--- src/source/lcd_cfg.svh ---
`ifndef LCD_CFG_SVH
`define LCD_CFG_SVH

// clk cycles per sck period, even and at least 2
`define LCD_SCK_DIV 4

// bits per serial frame, the byte sits in the low 8 bits
`define LCD_FRAME_BITS 16

// entries in the power-up command table
`define LCD_INIT_LEN 4

`endif

--- src/source/lcd_pkg.sv ---
package lcd_pkg;

  // kind of item handed over by the host
  typedef enum logic [1:0] {
    CMD   = 2'd0,
    PARAM = 2'd1,
    PIXEL = 2'd2
  } item_kind_e;

  // one RGB565 word, seen as colour fields or as the two bytes sent on the wire
  typedef union packed {
    struct packed {
      logic [4:0] r;
      logic [5:0] g;
      logic [4:0] b;
    } fields;
    struct packed {
      logic [7:0] hi;
      logic [7:0] lo;
    } bytes;
  } pixel565_u;

endpackage

--- src/source/lcd_item_source.sv ---
`timescale 1ns/10ps
`include "lcd_cfg.svh"

module lcd_item_source (
  input  logic                   clk,
  input  logic                   rst,
  input  logic                   host_req,
  input  lcd_pkg::item_kind_e    host_kind,
  input  logic [23:0]            host_value,
  output logic                   host_ack,
  output logic                   src_req,
  output lcd_pkg::item_kind_e    src_kind,
  output logic [23:0]            src_value,
  input  logic                   src_ack,
  output logic                   init_done
);

  localparam int IDX_W = (`LCD_INIT_LEN > 2) ? $clog2(`LCD_INIT_LEN) : 1;

  localparam logic [1:0] P_IDLE = 2'd0;
  localparam logic [1:0] P_REQ  = 2'd1;
  localparam logic [1:0] P_REL  = 2'd2;
  localparam logic [1:0] P_HACK = 2'd3;

  logic [1:0]          phase;
  logic [IDX_W-1:0]    init_idx;
  lcd_pkg::item_kind_e init_kind;
  logic [7:0]          init_byte;

  // power-up sequence: sleep out, pixel format 16 bpp, display on
  always_comb
  begin
    case (init_idx)
      IDX_W'(0): begin init_kind = lcd_pkg::CMD;   init_byte = 8'h11; end
      IDX_W'(1): begin init_kind = lcd_pkg::CMD;   init_byte = 8'h3A; end
      IDX_W'(2): begin init_kind = lcd_pkg::PARAM; init_byte = 8'h55; end
      default:   begin init_kind = lcd_pkg::CMD;   init_byte = 8'h29; end
    endcase
  end

  always_ff @(posedge clk)
  begin
    if (rst)
    begin
      phase     <= P_IDLE;
      init_idx  <= '0;
      init_done <= 1'b0;
      src_req   <= 1'b0;
      host_ack  <= 1'b0;
    end
    else
    begin
      case (phase)
        P_IDLE:
        begin
          if (!init_done)
          begin
            src_kind  <= init_kind;
            src_value <= {16'h0000, init_byte};
            src_req   <= 1'b1;
            phase     <= P_REQ;
          end
          else if (host_req)
          begin
            src_kind  <= host_kind;
            src_value <= host_value;
            src_req   <= 1'b1;
            phase     <= P_REQ;
          end
        end
        P_REQ:
        begin
          if (src_ack)
          begin
            src_req <= 1'b0;
            phase   <= P_REL;
          end
        end
        P_REL:
        begin
          // splitter has released its ack, the item is fully out
          if (!src_ack)
          begin
            if (!init_done)
            begin
              if (init_idx == IDX_W'(`LCD_INIT_LEN - 1))
                init_done <= 1'b1;
              else
                init_idx <= init_idx + 1'b1;
              phase <= P_IDLE;
            end
            else
            begin
              host_ack <= 1'b1;
              phase    <= P_HACK;
            end
          end
        end
        default:
        begin
          if (!host_req)
          begin
            host_ack <= 1'b0;
            phase    <= P_IDLE;
          end
        end
      endcase
    end
  end

  // host must hold its item steady until it is acknowledged
  assert property (@(posedge clk) disable iff (rst)
    (host_req && !host_ack) ##1 (host_req && !host_ack) |-> $stable(host_kind));

endmodule

--- src/source/lcd_byte_splitter.sv ---
`timescale 1ns/10ps

module lcd_byte_splitter (
  input  logic                clk,
  input  logic                rst,
  input  logic                src_req,
  input  lcd_pkg::item_kind_e src_kind,
  input  logic [23:0]         src_value,
  output logic                src_ack,
  output logic                byte_req,
  output logic                byte_dc,
  output logic [7:0]          byte_data,
  input  logic                byte_ack
);

  localparam logic [1:0] P_IDLE = 2'd0;
  localparam logic [1:0] P_REQ  = 2'd1;
  localparam logic [1:0] P_REL  = 2'd2;
  localparam logic [1:0] P_DONE = 2'd3;

  logic [1:0]         phase;
  logic               byte_idx;
  lcd_pkg::pixel565_u pix;

  // keep the top bits of each colour channel
  always_comb
  begin
    pix.fields.r = src_value[23:19];
    pix.fields.g = src_value[15:10];
    pix.fields.b = src_value[7:3];
  end

  always_ff @(posedge clk)
  begin
    if (rst)
    begin
      phase    <= P_IDLE;
      byte_idx <= 1'b0;
      byte_req <= 1'b0;
      src_ack  <= 1'b0;
    end
    else
    begin
      case (phase)
        P_IDLE:
        begin
          if (src_req)
          begin
            byte_idx  <= 1'b0;
            byte_dc   <= (src_kind != lcd_pkg::CMD);
            byte_data <= (src_kind == lcd_pkg::PIXEL) ? pix.bytes.hi : src_value[7:0];
            byte_req  <= 1'b1;
            phase     <= P_REQ;
          end
        end
        P_REQ:
        begin
          if (byte_ack)
          begin
            byte_req <= 1'b0;
            phase    <= P_REL;
          end
        end
        P_REL:
        begin
          if (!byte_ack)
          begin
            // a pixel still owes its low byte
            if (src_kind == lcd_pkg::PIXEL && !byte_idx)
            begin
              byte_idx  <= 1'b1;
              byte_data <= pix.bytes.lo;
              byte_req  <= 1'b1;
              phase     <= P_REQ;
            end
            else
            begin
              src_ack <= 1'b1;
              phase   <= P_DONE;
            end
          end
        end
        default:
        begin
          if (!src_req)
          begin
            src_ack <= 1'b0;
            phase   <= P_IDLE;
          end
        end
      endcase
    end
  end

  assert property (@(posedge clk) disable iff (rst) $rose(byte_req) |-> !byte_ack);

endmodule

--- src/source/lcd_sck_gen.sv ---
`timescale 1ns/10ps
`include "lcd_cfg.svh"

module lcd_sck_gen (
  input  logic clk,
  input  logic rst,
  output logic tick,
  output logic sck
);

  localparam int DIV   = `LCD_SCK_DIV;
  localparam int CNT_W = $clog2(DIV);

  logic [CNT_W-1:0] cnt;
  logic [CNT_W-1:0] cnt_next;

  assign cnt_next = (cnt == CNT_W'(DIV - 1)) ? '0 : cnt + 1'b1;

  // tick and sck are registered so the pin stays glitch free
  always_ff @(posedge clk)
  begin
    if (rst)
    begin
      cnt  <= CNT_W'(DIV - 1);
      tick <= 1'b0;
      sck  <= 1'b0;
    end
    else
    begin
      cnt  <= cnt_next;
      tick <= (cnt_next == '0);
      sck  <= (cnt_next >= CNT_W'(DIV / 2));
    end
  end

endmodule

--- src/source/lcd_spi_tx.sv ---
`timescale 1ns/10ps
`include "lcd_cfg.svh"

module lcd_spi_tx (
  input  logic       clk,
  input  logic       rst,
  input  logic       tick,
  input  logic       byte_req,
  input  logic       byte_dc,
  input  logic [7:0] byte_data,
  output logic       byte_ack,
  output logic       bus_req,
  input  logic       bus_ack,
  output logic       cs,
  output logic       dc,
  output logic       mosi
);

  localparam int FB    = `LCD_FRAME_BITS;
  localparam int CNT_W = $clog2(FB + 1);

  localparam logic [1:0] P_IDLE  = 2'd0;
  localparam logic [1:0] P_REQ   = 2'd1;
  localparam logic [1:0] P_SHIFT = 2'd2;
  localparam logic [1:0] P_ACK   = 2'd3;

  logic [1:0]       phase;
  logic             grant;
  logic [CNT_W-1:0] bit_cnt;
  logic [FB-1:0]    frame;
  logic [FB-1:0]    shreg;

  // upper frame bits are always zero
  assign frame = {{(FB - 8){1'b0}}, byte_data};

  always_ff @(posedge clk)
  begin
    if (rst)
    begin
      phase    <= P_IDLE;
      grant    <= 1'b0;
      bit_cnt  <= '0;
      byte_ack <= 1'b0;
      bus_req  <= 1'b0;
      cs       <= 1'b1;
      dc       <= 1'b0;
      mosi     <= 1'b0;
    end
    else
    begin
      // the arbiter may answer between ticks, so hold on to it
      if (bus_req && bus_ack)
        grant <= 1'b1;

      if (phase == P_ACK)
      begin
        if (!byte_req)
        begin
          byte_ack <= 1'b0;
          phase    <= P_IDLE;
        end
      end
      else if (tick)
      begin
        case (phase)
          P_IDLE:
          begin
            if (byte_req)
            begin
              bus_req <= 1'b1;
              phase   <= P_REQ;
            end
          end
          P_REQ:
          begin
            if (grant)
            begin
              grant   <= 1'b0;
              bus_req <= 1'b0;
              cs      <= 1'b0;
              dc      <= byte_dc;
              mosi    <= frame[FB-1];
              shreg   <= frame << 1;
              bit_cnt <= CNT_W'(1);
              phase   <= P_SHIFT;
            end
          end
          default:
          begin
            if (bit_cnt == CNT_W'(FB))
            begin
              cs       <= 1'b1;
              byte_ack <= 1'b1;
              phase    <= P_ACK;
            end
            else
            begin
              mosi    <= shreg[FB-1];
              shreg   <= shreg << 1;
              bit_cnt <= bit_cnt + 1'b1;
            end
          end
        endcase
      end
    end
  end

  assert property (@(posedge clk) disable iff (rst)
    $fell(cs) |-> (!cs throughout tick [-> FB]) ##1 cs);

endmodule

--- src/source/lcd_spi_top.sv ---
`timescale 1ns/10ps

module lcd_spi_top (
  input  logic                clk,
  input  logic                rst,
  input  logic                host_req,
  input  lcd_pkg::item_kind_e host_kind,
  input  logic [23:0]         host_value,
  output logic                host_ack,
  output logic                init_done,
  output logic                bus_req,
  input  logic                bus_ack,
  output logic                sck,
  output logic                cs,
  output logic                dc,
  output logic                mosi
);

  logic                src_req;
  logic                src_ack;
  lcd_pkg::item_kind_e src_kind;
  logic [23:0]         src_value;
  logic                byte_req;
  logic                byte_ack;
  logic                byte_dc;
  logic [7:0]          byte_data;
  logic                tick;

  lcd_item_source source0 (
    .clk        (clk),
    .rst        (rst),
    .host_req   (host_req),
    .host_kind  (host_kind),
    .host_value (host_value),
    .host_ack   (host_ack),
    .src_req    (src_req),
    .src_kind   (src_kind),
    .src_value  (src_value),
    .src_ack    (src_ack),
    .init_done  (init_done)
  );

  lcd_byte_splitter splitter0 (
    .clk        (clk),
    .rst        (rst),
    .src_req    (src_req),
    .src_kind   (src_kind),
    .src_value  (src_value),
    .src_ack    (src_ack),
    .byte_req   (byte_req),
    .byte_dc    (byte_dc),
    .byte_data  (byte_data),
    .byte_ack   (byte_ack)
  );

  lcd_sck_gen sck_gen0 (
    .clk        (clk),
    .rst        (rst),
    .tick       (tick),
    .sck        (sck)
  );

  lcd_spi_tx tx0 (
    .clk        (clk),
    .rst        (rst),
    .tick       (tick),
    .byte_req   (byte_req),
    .byte_dc    (byte_dc),
    .byte_data  (byte_data),
    .byte_ack   (byte_ack),
    .bus_req    (bus_req),
    .bus_ack    (bus_ack),
    .cs         (cs),
    .dc         (dc),
    .mosi       (mosi)
  );

endmodule

--- config.mk ---
export PLATFORM = sky130hd
export DESIGN_NAME = lcd_spi_top
export DESIGN_NICKNAME = d
export VERILOG_FILES = /design/src/source/lcd_pkg.sv /design/src/source/lcd_item_source.sv /design/src/source/lcd_byte_splitter.sv /design/src/source/lcd_sck_gen.sv /design/src/source/lcd_spi_tx.sv /design/src/source/lcd_spi_top.sv
export VERILOG_INCLUDE_DIRS = /design/src /design/src/source
export SDC_FILE = /design/constraint.sdc
export NUM_CORES = 1
export LEC_CHECK = 0
export BUFFER_PORTS_ARGS = -buffer_cell sky130_fd_sc_hd__buf_4
export CORE_AREA = 2 2 81 114
export CTS_BUF_LIST = sky130_fd_sc_hd__clkbuf_8
export CTS_CLUSTER_SIZE = 12
export DETAILED_ROUTE_END_ITERATION = 7
export DIE_AREA = 0 0 83 116
export PLACE_DENSITY = 0.69
export SLEW_MARGIN = 20
export SYNTH_ARGS = -nofsm -noshare
export SYNTH_HDL_FRONTEND = slang
export SYNTH_HIERARCHICAL = 1
export SYNTH_SLANG_ARGS = --single-unit
--- constraint.sdc ---
create_clock -name clk -period 2.4 [get_ports clk]
set_input_delay 0.24 -clock clk [delete_from_list [all_inputs] [get_ports clk]]
set_output_delay 0.24 -clock clk [all_outputs]
set_load 0.05 [all_outputs]
Word level (Yosys, flattened, before mapping):

Index checks and enable logic that the tools add are counted.

* register bits: 80
* input port bits: 30
* output and inout port bits: 7
* logic and storage cells: 185

* add/sub/neg operators: 3
* $lt $le $gt $ge: 1
* eq/ne operators: 33
* mux-type cells: 75
* bitwise operators: 8
* reduce and logical (&&, ||, !) cells: 39

Operators with widths (number)
* 2-to-1 mux 2 bit: 20
* 2-to-1 mux 8 bit: 5
* 2-to-1 mux 16 bit: 2
* one-hot mux 16 bit (2 select lines): 1
* AND reduction 4 bit: 8
* 2-to-1 mux 1 bit: 30
* AND reduction 5 bit: 6
* 2-to-1 mux 24 bit: 1
* one-hot mux 7 bit (3 select lines): 1
* != test 2 x 1 -> 1 bit (second input constant): 8
* != test 2 bit (second input constant): 8
* one-hot mux 8 bit (2 select lines): 1
* == test 2 bit (second input constant): 7
* one-hot mux 1 bit (2 select lines): 7
* nonzero test 2 bit: 7
* one-hot mux 2 bit (3 select lines): 2
* logical NOT 2 bit: 5
* 2-to-1 mux 5 bit: 2
* one-hot mux 5 bit (2 select lines): 1
* AND reduction 3 bit: 3
* == test 2 x 1 -> 1 bit (second input constant): 4
* != test 4 x 1 -> 1 bit (second input constant): 2
* NOT 1 bit: 8
* AND reduction 6 bit: 1
* other kinds (15): 19

Depth between registers and ports, before layout:

Gate-level depths: netlist (run 1).

* depth after elaboration: 6
* mapped depth: 6
* mapped depth without buffers: 6

Cells and area by module:

Netlist (run 1), hierarchy kept.

Modules (own cells, without submodules)
* lcd_item_source: instances 1, cells each 109, area each 1382.6 µm², seq. area each 920.9 µm²
* lcd_spi_tx: instances 1, cells each 111, area each 1317.5 µm², seq. area each 710.7 µm²
* lcd_byte_splitter: instances 1, cells each 70, area each 724.4 µm², seq. area each 370.4 µm²
* lcd_sck_gen: instances 1, cells each 10, area each 131.4 µm², seq. area each 80.1 µm²

Worst setup path after synthesis (run 1):

OpenSTA, ideal clock, no wires.

* kind: flip-flop to flip-flop
* start: register tx0.phase[1]
* end: register tx0.shreg[10] (enable)
* data arrival time: 2.139 ns
* data required time: 1.989 ns
* setup slack: -0.150 ns
* stages on the path, launching flop included: 6
* period minus slack after synthesis: 2.550 ns
* path through: dfxtp_1 -> inv_1 -> ha_1 -> nand2b_1 -> nand3_1 -> a211oi_1

* word-level cells in the longest chain between the ends: 3
* elaborated cells between the ends (all ways): 8
* those cells by class: eq/ne: 4; bitwise: 2; reduce/logical: 2

RTL lines
* start: declaration: RTL line lcd_spi_tx.sv:27 `logic [1:0] phase;`
* start signal: assignment: RTL line lcd_spi_tx.sv:40 `phase <= P_IDLE;`
* start signal: assignment: RTL line lcd_spi_tx.sv:60 `phase <= P_IDLE;`
* start signal: assignment: RTL line lcd_spi_tx.sv:71 `phase <= P_REQ;`
* == test 2 x 1 -> 1 bit (tied with other cells): RTL line lcd_spi_tx.sv:65 `case (phase)`
* != test 2 bit (no line) (tied with other cells)
* AND reduction 6 bit (no line) *
* end signal: assignment: RTL line lcd_spi_tx.sv:83 `shreg <= frame << 1;`
* end signal: assignment: RTL line lcd_spi_tx.sv:99 `shreg <= shreg << 1;`
* end: declaration: RTL line lcd_spi_tx.sv:31 `logic [FB-1:0] shreg;`

Mark *: on every way between the ends. The rest lies on a longest branch, timed or not.
A chain may end at the register's enable or synchronous reset.

Worst setup path after layout (run 1):

* start: register splitter0.phase[1]
* end: register splitter0.byte_data[0] (enable)

* word-level cells in the longest chain between the ends: 3
* elaborated cells between the ends (all ways): 7
* those cells by class: eq/ne: 4; reduce/logical: 3

RTL lines
* start: declaration: RTL line lcd_byte_splitter.sv:21 `logic [1:0] phase;`
* start signal: assignment: RTL line lcd_byte_splitter.sv:37 `phase <= P_IDLE;`
* start signal: assignment: RTL line lcd_byte_splitter.sv:53 `phase <= P_REQ;`
* start signal: assignment: RTL line lcd_byte_splitter.sv:61 `phase <= P_REL;`
* == test 2 bit / logical NOT 2 bit (equally long branches): RTL line lcd_byte_splitter.sv:44 `case (phase)`
* != test 2 bit (no line) (tied with other cells)
* AND reduction 5 bit (no line) *
* end signal: assignment: RTL line lcd_byte_splitter.sv:51 `byte_data <= (src_kind == lcd_pkg::PIXEL) ? pix.bytes.hi : src_value[7:0];`
* end signal: assignment: RTL line lcd_byte_splitter.sv:72 `byte_data <= pix.bytes.lo;`
* end: declaration: RTL line lcd_byte_splitter.sv:12 `output logic [7:0] byte_data,`

Marked as above.

==> results by group, run 1 <==
Outcome
  – Status: finished clean

CTS
  – Post-cts sizing count: 0
  – Clk_lat worst skew: 330 ps
  – Post-CTS Hold Buffers: 0
  – Reg clk slew, reported paths: 70 ps
  – Clock buffer count from CTS: 9
  – CTS tree: built
  – CTS sink count: 74
  – Longest Clk Path Bufs: 2
  – Post-CTS Setup Bufs: 0
  – Root Buffer: clkbuf_8
  – H-tree levels: 3

Finish
  – Nets: 368
  – Commonest non-fill, non-tap cell in the layout: edfxtp_1
  – Final instance area: 3899 um2
  – P&R area growth vs syn: 15.54%
  – Diode count: 0
  – Most frequent cells in the layout: edfxtp_1 (45), buf_4 (36), dfxtp_1 (29), a21oi_1 (22), nor2_1 (21)
  – Share of cells above drive strength 1: 21.82%

Setup path
  – Reg2Reg Depth: 3
  – CP Data Arrival Time: 1930 ps
  – CP Data Required Time: between 2000 and 2500 ps
  – Crit end category: flip-flop
  – Worst-path maximum fanout: 17
  – CP startpoint kind: flip-flop
  – R2r startpoint: splitter0/phase[1]
  – CP startpoint: splitter0/phase[1]
  – Crit Path Category: reg -> reg

Synthesis
  – Synth Cell Area: between 3000 and 4000 um2
  – Post-Syn Nets: 333
  – Mapped Avg Cell Area: 11.64 um2
  – Mapped Cells: 290
  – Synth Warn #: 6

STA
  – Tmin final: between 1500 and 2000 ps
  – Worst-margin pin slew: 542.3 ps
  – Final setup viols: 0
  – Worst hold margin: ~180 ps
  – Final Max Tran Viols: 0
  – RSZ-0062 raised after global routing: no
  – Fin. Hold Viols: 0
  – Slew HR: 63.32%
  – Clock skew: 6.915 ps
  – Setup ws final: 450.2 ps
  – Fin crit share: between 80% and 90%
  – Setup TNS: 0 ps
  – Maximum clock frequency: roughly 500 MHz

Drt
  – Total iterations of the first detailed-routing run: 4
  – Iter 0 DRT Violations: 52
  – Via/cell ratio: a little under 5
  – Final wirelength: 5218 um
  – # DRC: 0
  – Via count: ~2,200
  – Routed Antenna Nets: 0
  – Wirelength per Cell: 12.00 um

Floorplanning
  – FP Rows: 40
  – Die W: 83 um
  – DIE HEIGHT: 116 um
  – Die area: 9628 um2
  – Core Area: 8558 um2
  – Initial Util: 39.43%
  – I/O pins: 37

Placed design
  – Dpl hpwl: roughly 3700 um
  – Gpl congestion: roughly 0.78
  – PortBufs: 31
  – Placed inst area: 3714 um2
  – Pre-CTS setup slack: 446.8 ps

Hold path
  – Worst min path class: in -> reg
  – Min-Delay Startpoint: host_value[2]
  – WHS Path Cells: 3

GRT
  – Initial antenna violation count: 0
  – GR Overflow Total: 0
  – First-pass GRT wire length: between 8000 and 9000 um
  – Vias in the first global route: 2,054
  – Largest net degree at the start of global routing: 34
  – Total global-route track usage: 11.61%

Power
  – Total power: 2.465 mW
  – Leakage Power: 1.482 nW
  – Peak VDD IR: 0.0004297 V
  – Power Density: 632.2 nW/um2

Job
  – Number of max-cap violations: 0
## critical path: stages (launching register included)
cell	delay, ps
dfxtp_1	510
nand2b_4	180
or4_4	520
a21oi_2	380
## area by class of cell
type                            instances  area (um2)
Clock buffer                            9       123.9
Clock inverter                          7       61.31
Inverter                               16       60.06
Sequential cell                        74        1932
Tap cell                              105       131.4
Multi-Input combinational cell        188        1320
Fill cell                             794        4659
Timing Repair Buffer                   36       270.3
## layer usage
metal,GRT usage [%],vias up,share of wire [%]
li1,-,1115,-
met1,12.95,999,45
met2,20.65,30,50
met3,3.348,7,3.4
met4,5.246,0,1.4
met5,0,-,0
## final timing paths
| path | slack [ps] | endpoint |
|---|---|---|
| min | 180 | source0/src_value[2] |
| min reg2reg | 470 | sck_gen0/cnt[0] |
| max reg2reg | 450 | splitter0/byte_data[0] |
| max | 450 | splitter0/byte_data[0] |
## per-stage QoR
| stage | utilization [%] | cells |
|---|---|---|
| after global placement | 43.39 | 419 |
| final | 45.56 | 435 |
| after global routing | 45.56 | 435 |
| after detailed placement | 43.39 | 419 |
| after floorplan | - | 290 |
| after CTS | 45.56 | 435 |
## where the power goes
group,switching [mW],internal [mW]
combinational,0.0879,0.0789
clock,0.427,0.469
sequential,0.0224,1.38
## state kept, by name (all words and copies together), names as in the netlist, 5 cells and up
register and flops:
source0/src_value 19, tx0/bit_cnt 5, splitter0/byte_data 8, tx0/shreg 15
Note: power is estimated with default switching activity, not from simulation.
==> run 2: changes to the inputs <==
Clock period 2.4 ns to 1.7 ns, I/O delays scaled along.
==> results by group, run 2 (synthesis gave the netlist of run 1 again) <==
Finish
  – Diode count: 0
  – Most frequent cells in the layout: buf_4 (45), edfxtp_1 (45), dfxtp_1 (24), a21oi_1 (22), nor2_1 (20)
  – Share of cells above drive strength 1: 28.07%
  – Most flop-heavy register: source0/src_value
  – Nets: 380
  – Number of flip-flops in the largest register: 19
  – P&R area growth vs syn: 22.69%
  – Largest regs: source0/src_value x19, tx0/shreg x15, splitter0/byte_data x8

Drt
  – Final wirelength: 5701 um
  – Routed Antenna Nets: 0
  – Wirelength per Cell: about 13 um
  – Iter 0 DRT Violations: 85
  – Via count: 2,244
  – # DRC: 0
  – Via/cell ratio: 5.020
  – Total iterations of the first detailed-routing run: 5

Floorplanning
  – Die area: 9628 um2
  – DIE HEIGHT: 116 um
  – Initial Util: 39.43%
  – FP Rows: 40
  – Core Area: between 8000 and 9000 um2
  – Die W: 83 um
  – I/O pins: 37

Power
  – Power Density: 895.7 nW/um2
  – Peak VDD IR: 0.0005033 V
  – Total power: 3.708 mW
  – Leakage Power: between 1.5 and 2 nW

CTS
  – Clock buffer count from CTS: 9
  – Root Buffer: clkbuf_8
  – Reg clk slew, reported paths: 70 ps
  – Clk_lat worst skew: 340 ps
  – CTS sink count: 74
  – Longest Clk Path Bufs: 2
  – Post-CTS Hold Buffers: 0
  – CTS tree: built
  – H-tree levels: 3

Placed design
  – Dpl hpwl: between 3000 and 4000 um
  – Pre-CTS setup slack: -11.25 ps
  – PortBufs: 31
  – Gpl congestion: 0.7363

STA
  – Final setup viols: 0
  – Fin. Hold Viols: 0
  – Final Max Tran Viols: 0
  – RSZ-0062 raised after global routing: no
  – Clock skew: just under 8 ps
  – Setup TNS: 0 ps
  – Setup ws final: 62.36 ps
  – Slew HR: between 60% and 70%
  – Tmin final: approximately 1600 ps
  – Fin crit share: between 90% and 100%
  – Worst-margin pin slew: 451.0 ps
  – Maximum clock frequency: a little over 600 MHz

Setup path
  – Crit-path cells: inv_1 -> ha_2 -> nand3_2 -> a211oi_4 -> clkbuf_16
  – CP Data Arrival Time: 1700 ps
  – Crit end category: flip-flop
  – CP Data Required Time: 1760 ps
  – CP Buf/Inv Count: 2
  – Critical path's slowest cell: dfxtp_4
  – CP startpoint kind: flip-flop
  – Crit Path Category: reg -> reg
  – Biggest cell delay along the critical path: 380 ps
  – Largest delay contributor family on the critical path: flip-flops
  – Flop2flop setup slack: 60 ps
  – Worst-path maximum fanout: 7

GRT
  – Total global-route track usage: 12.62%
  – Vias in the first global route: 2,222
  – First-pass GRT wire length: about 9900 um
  – Largest net degree at the start of global routing: 34
  – GR Overflow Total: 0
  – Initial antenna violation count: 0

Job
  – Number of max-cap violations: 0

Hold path
  – Worst min path class: in -> reg

Outcome
  – Status: finished clean
## run 2: changes by cell type in the layout (fill, tap and decap cells not counted), moves of 2 or more
cell | before | now
inv_1 | 16 | 14
dfxtp_1 | 29 | 24
clkinv_2 | 3 | 0
buf_4 | 36 | 45
dfxtp_2 | 0 | 3
ha_2 | 0 | 2
ha_1 | 13 | 10
dfxtp_4 | 0 | 2
buf_12 | 0 | 2
clkinvlp_4 | 0 | 2
## run 2: metrics by stage
step | area [um2] | instances | hold WS, ps | utilization, %
floorplan | 3421 | 290 | 239.1 | -
detailed placement | 3847 | 428 | 452.0 | 44.96
finish | 4140 | 447 | 107.2 | 48.38
global route | 4140 | 447 | 102.3 | 48.38
global placement | 3847 | 428 | 445.4 | 44.96
CTS | 4071 | 444 | 94.50 | 47.57
## run 2: routing by layer
metal	up-vias	track usage (%)	routed length, um
met2	34	22.31	2972
met4	0	5.683	100
li1	1141	-	-
met5	-	0	0
met1	1060	14.11	2429
met3	9	3.775	198
## run 2: power by group
group / total, mW / switching [mW] / internal, mW
Clock: 1.47 / 0.645 / 0.821
Combinational: 0.267 / 0.137 / 0.130
Sequential: 1.97 / 0.0307 / 1.94
Total: 3.71 / 0.813 / 2.90
## run 2: final timing paths
check,to,startpoint,cells past startpoint
max,tx0/shreg[13],tx0/phase[0],5
min,source0/src_value[2],host_value[2],3
max reg2reg,tx0/shreg[13],tx0/phase[0],5
min reg2reg,sck_gen0/cnt[0],sck_gen0/cnt[0],1
## run 2: final cells by class
cell class	instances	area (um2)
fillers	773	4418
flip-flops and latches	74	1943
multi-input cells	188	1388
repair buffers	48	402.9
well taps	105	131.4
clock buffers	9	123.9
clock inverters	7	91.34
inverters	16	60.06
## run 2: worst reg2reg max path: stages (launching register included)
cell and delay [ps]:
dfxtp_4 380, inv_1 70, ha_2 330, nand3_2 80
a211oi_4 280, clkbuf_16 220
## run 2: timing repair
item                                    CTS  global route
gates resized for setup                   2             8
pin swaps                                 0             4
cloned                                    0             1
setup buffers                             0             3
endpoints found under the setup margin    2            20
endpoints found under the hold margin     0             0
==> run 3: changes to the inputs <==
Settings changed: MAX_ROUTING_LAYER set to met4.
==> results by group, run 3 (synthesis gave the netlist of run 1 again) <==
Drt
  – Routed Antenna Nets: 0
  – Wirelength per Cell: between 10 and 15 um
  – Iter 0 DRT Violations: 90
  – Via count: roughly 2,200
  – # DRC: 0
  – Total iterations of the first detailed-routing run: 4
  – Via/cell ratio: 5.016
  – Final wirelength: between 5000 and 6000 um

Setup path
  – Crit Path Category: reg -> reg
  – CP startpoint kind: flip-flop
  – CP Data Arrival Time: 1690 ps
  – Worst-path maximum fanout: 7
  – CP Data Required Time: 1760 ps
  – Crit end category: flip-flop

Floorplanning
  – FP Rows: 40
  – Initial Util: between 30% and 40%
  – Core Area: approximately 8600 um2
  – Die W: between 80 and 90 um
  – Die area: between 9000 and 10,000 um2
  – DIE HEIGHT: between 100 and 150 um
  – I/O pins: 37

CTS
  – Post-CTS Hold Buffers: 0
  – H-tree levels: 3
  – Clk_lat worst skew: ~340 ps
  – CTS sink count: 74
  – Reg clk slew, reported paths: roughly 80 ps
  – Longest Clk Path Bufs: 2
  – Clock buffer count from CTS: 9
  – CTS tree: built
  – Root Buffer: clkbuf_8

Placed design
  – PortBufs: 31
  – Gpl congestion: ~0.75
  – Dpl hpwl: 3984 um
  – Placed inst area: 3847 um2
  – Pre-CTS setup slack: -11.25 ps

Finish
  – Share of cells above drive strength 1: 28.07%
  – Diode count: 0
  – Number of fill cells: about 770
  – Number of flip-flops in the largest register: 19
  – Final instance area: between 4000 and 5000 um2
  – Most flop-heavy register: source0/src_value
  – P&R area growth vs syn: 22.69%
  – Finished Core Util: 48.38%
  – Register area: 1943 um2
  – Area of the multi-input gates: 1388 um2
  – Most frequent cells in the layout: buf_4 (45), edfxtp_1 (45), dfxtp_1 (24), a21oi_1 (22), nor2_1 (20)
  – Largest regs: source0/src_value x19, tx0/shreg x15, splitter0/byte_data x8
  – Nets: 380

Power
  – Peak VDD IR: 0.0005034 V
  – Leakage Power: between 1.5 and 2 nW
  – Power Density: 894.7 nW/um2

GRT
  – Largest net degree at the start of global routing: 34
  – Initial antenna violation count: 0
  – Total global-route track usage: 12.92%
  – GR Overflow Total: 0
  – First-pass GRT wire length: 9867 um
  – Vias in the first global route: 2,218

STA
  – Maximum clock frequency: 612.1 MHz
  – Tmin final: approximately 1600 ps
  – Setup ws final: 66.16 ps
  – Clock skew: 9.368 ps
  – Worst hold margin: 108.5 ps
  – Fin. Hold Viols: 0
  – Fin crit share: 96.11%
  – Final setup viols: 0
  – Worst-margin pin slew: 462.9 ps
  – Final Max Tran Viols: 0
  – RSZ-0062 raised after global routing: no
  – Slew HR: 69.09%

Job
  – Number of max-cap violations: 0

Hold path
  – Worst min path class: in -> reg

Outcome
  – Status: finished clean
==> run 3: cell counts in the layout (fill, tap and decap cells not counted) <==
Identical to the previous run, type by type.
==> run 3: worst paths after layout <==
check | from | to | slack (ps) | cells past startpoint
max reg2reg | tx0/phase[0] | tx0/shreg[13] | 70 | 5
min | host_value[2] | source0/src_value[2] | 110 | 3
max | tx0/phase[0] | tx0/shreg[13] | 70 | 5
min reg2reg | sck_gen0/cnt[0] | sck_gen0/cnt[0] | 470 | 1
==> run 3: power by group <==
group	switching (mW)	internal, mW	total, mW
clock network	0.642	0.821	1.46
logic	0.137	0.130	0.267
registers	0.0303	1.94	1.97
total	0.809	2.90	3.70
==> run 3: stage by stage <==
step | power, mW | cells | TNS (ps)
2_1_floorplan | 2.174 | 290 | 0
3_3_place_gp | 2.271 | 428 | 0
3_5_place_dp | 2.280 | 428 | -11.25
4_1_cts | 3.733 | 444 | 0
5_1_grt | 3.859 | 447 | 0
6_report | 3.704 | 447 | 0
==> run 3: cell type report <==
cell class / instances / area share (%)
Timing Repair Buffer: 48 / 9.731
Clock buffer: 9 / 2.992
Multi-Input combinational cell: 188 / 33.51
Sequential cell: 74 / 46.93
Inverter: 16 / 1.451
Clock inverter: 7 / 2.206
Tap cell: 105 / 3.173
==> run 3: worst max-delay path, stage by stage, from the launching register on <==
cell	delay (ps)
dfxtp_4	380
inv_1	70
ha_2	330
nand3_2	80
a211oi_4	280
clkbuf_16	220
==> run 3: repair_timing <==
item | CTS | global route
cloned | 0 | 1
buffers inserted | 0 | 3
pin swaps | 0 | 4
endpoints found under the setup margin | 2 | 20
gates resized for setup | 2 | 8
==> run 3: metal layers <==
layer	vias to the layer above	routed length [um]	GRT usage [%]	share of wire, %
li1	1143	-	-	-
met3	9	195	3.276	3.4
met2	34	2950	22.31	52
met1	1056	2447	14.16	43
met5	-	0	-	0
met4	0	68	5.683	1.2
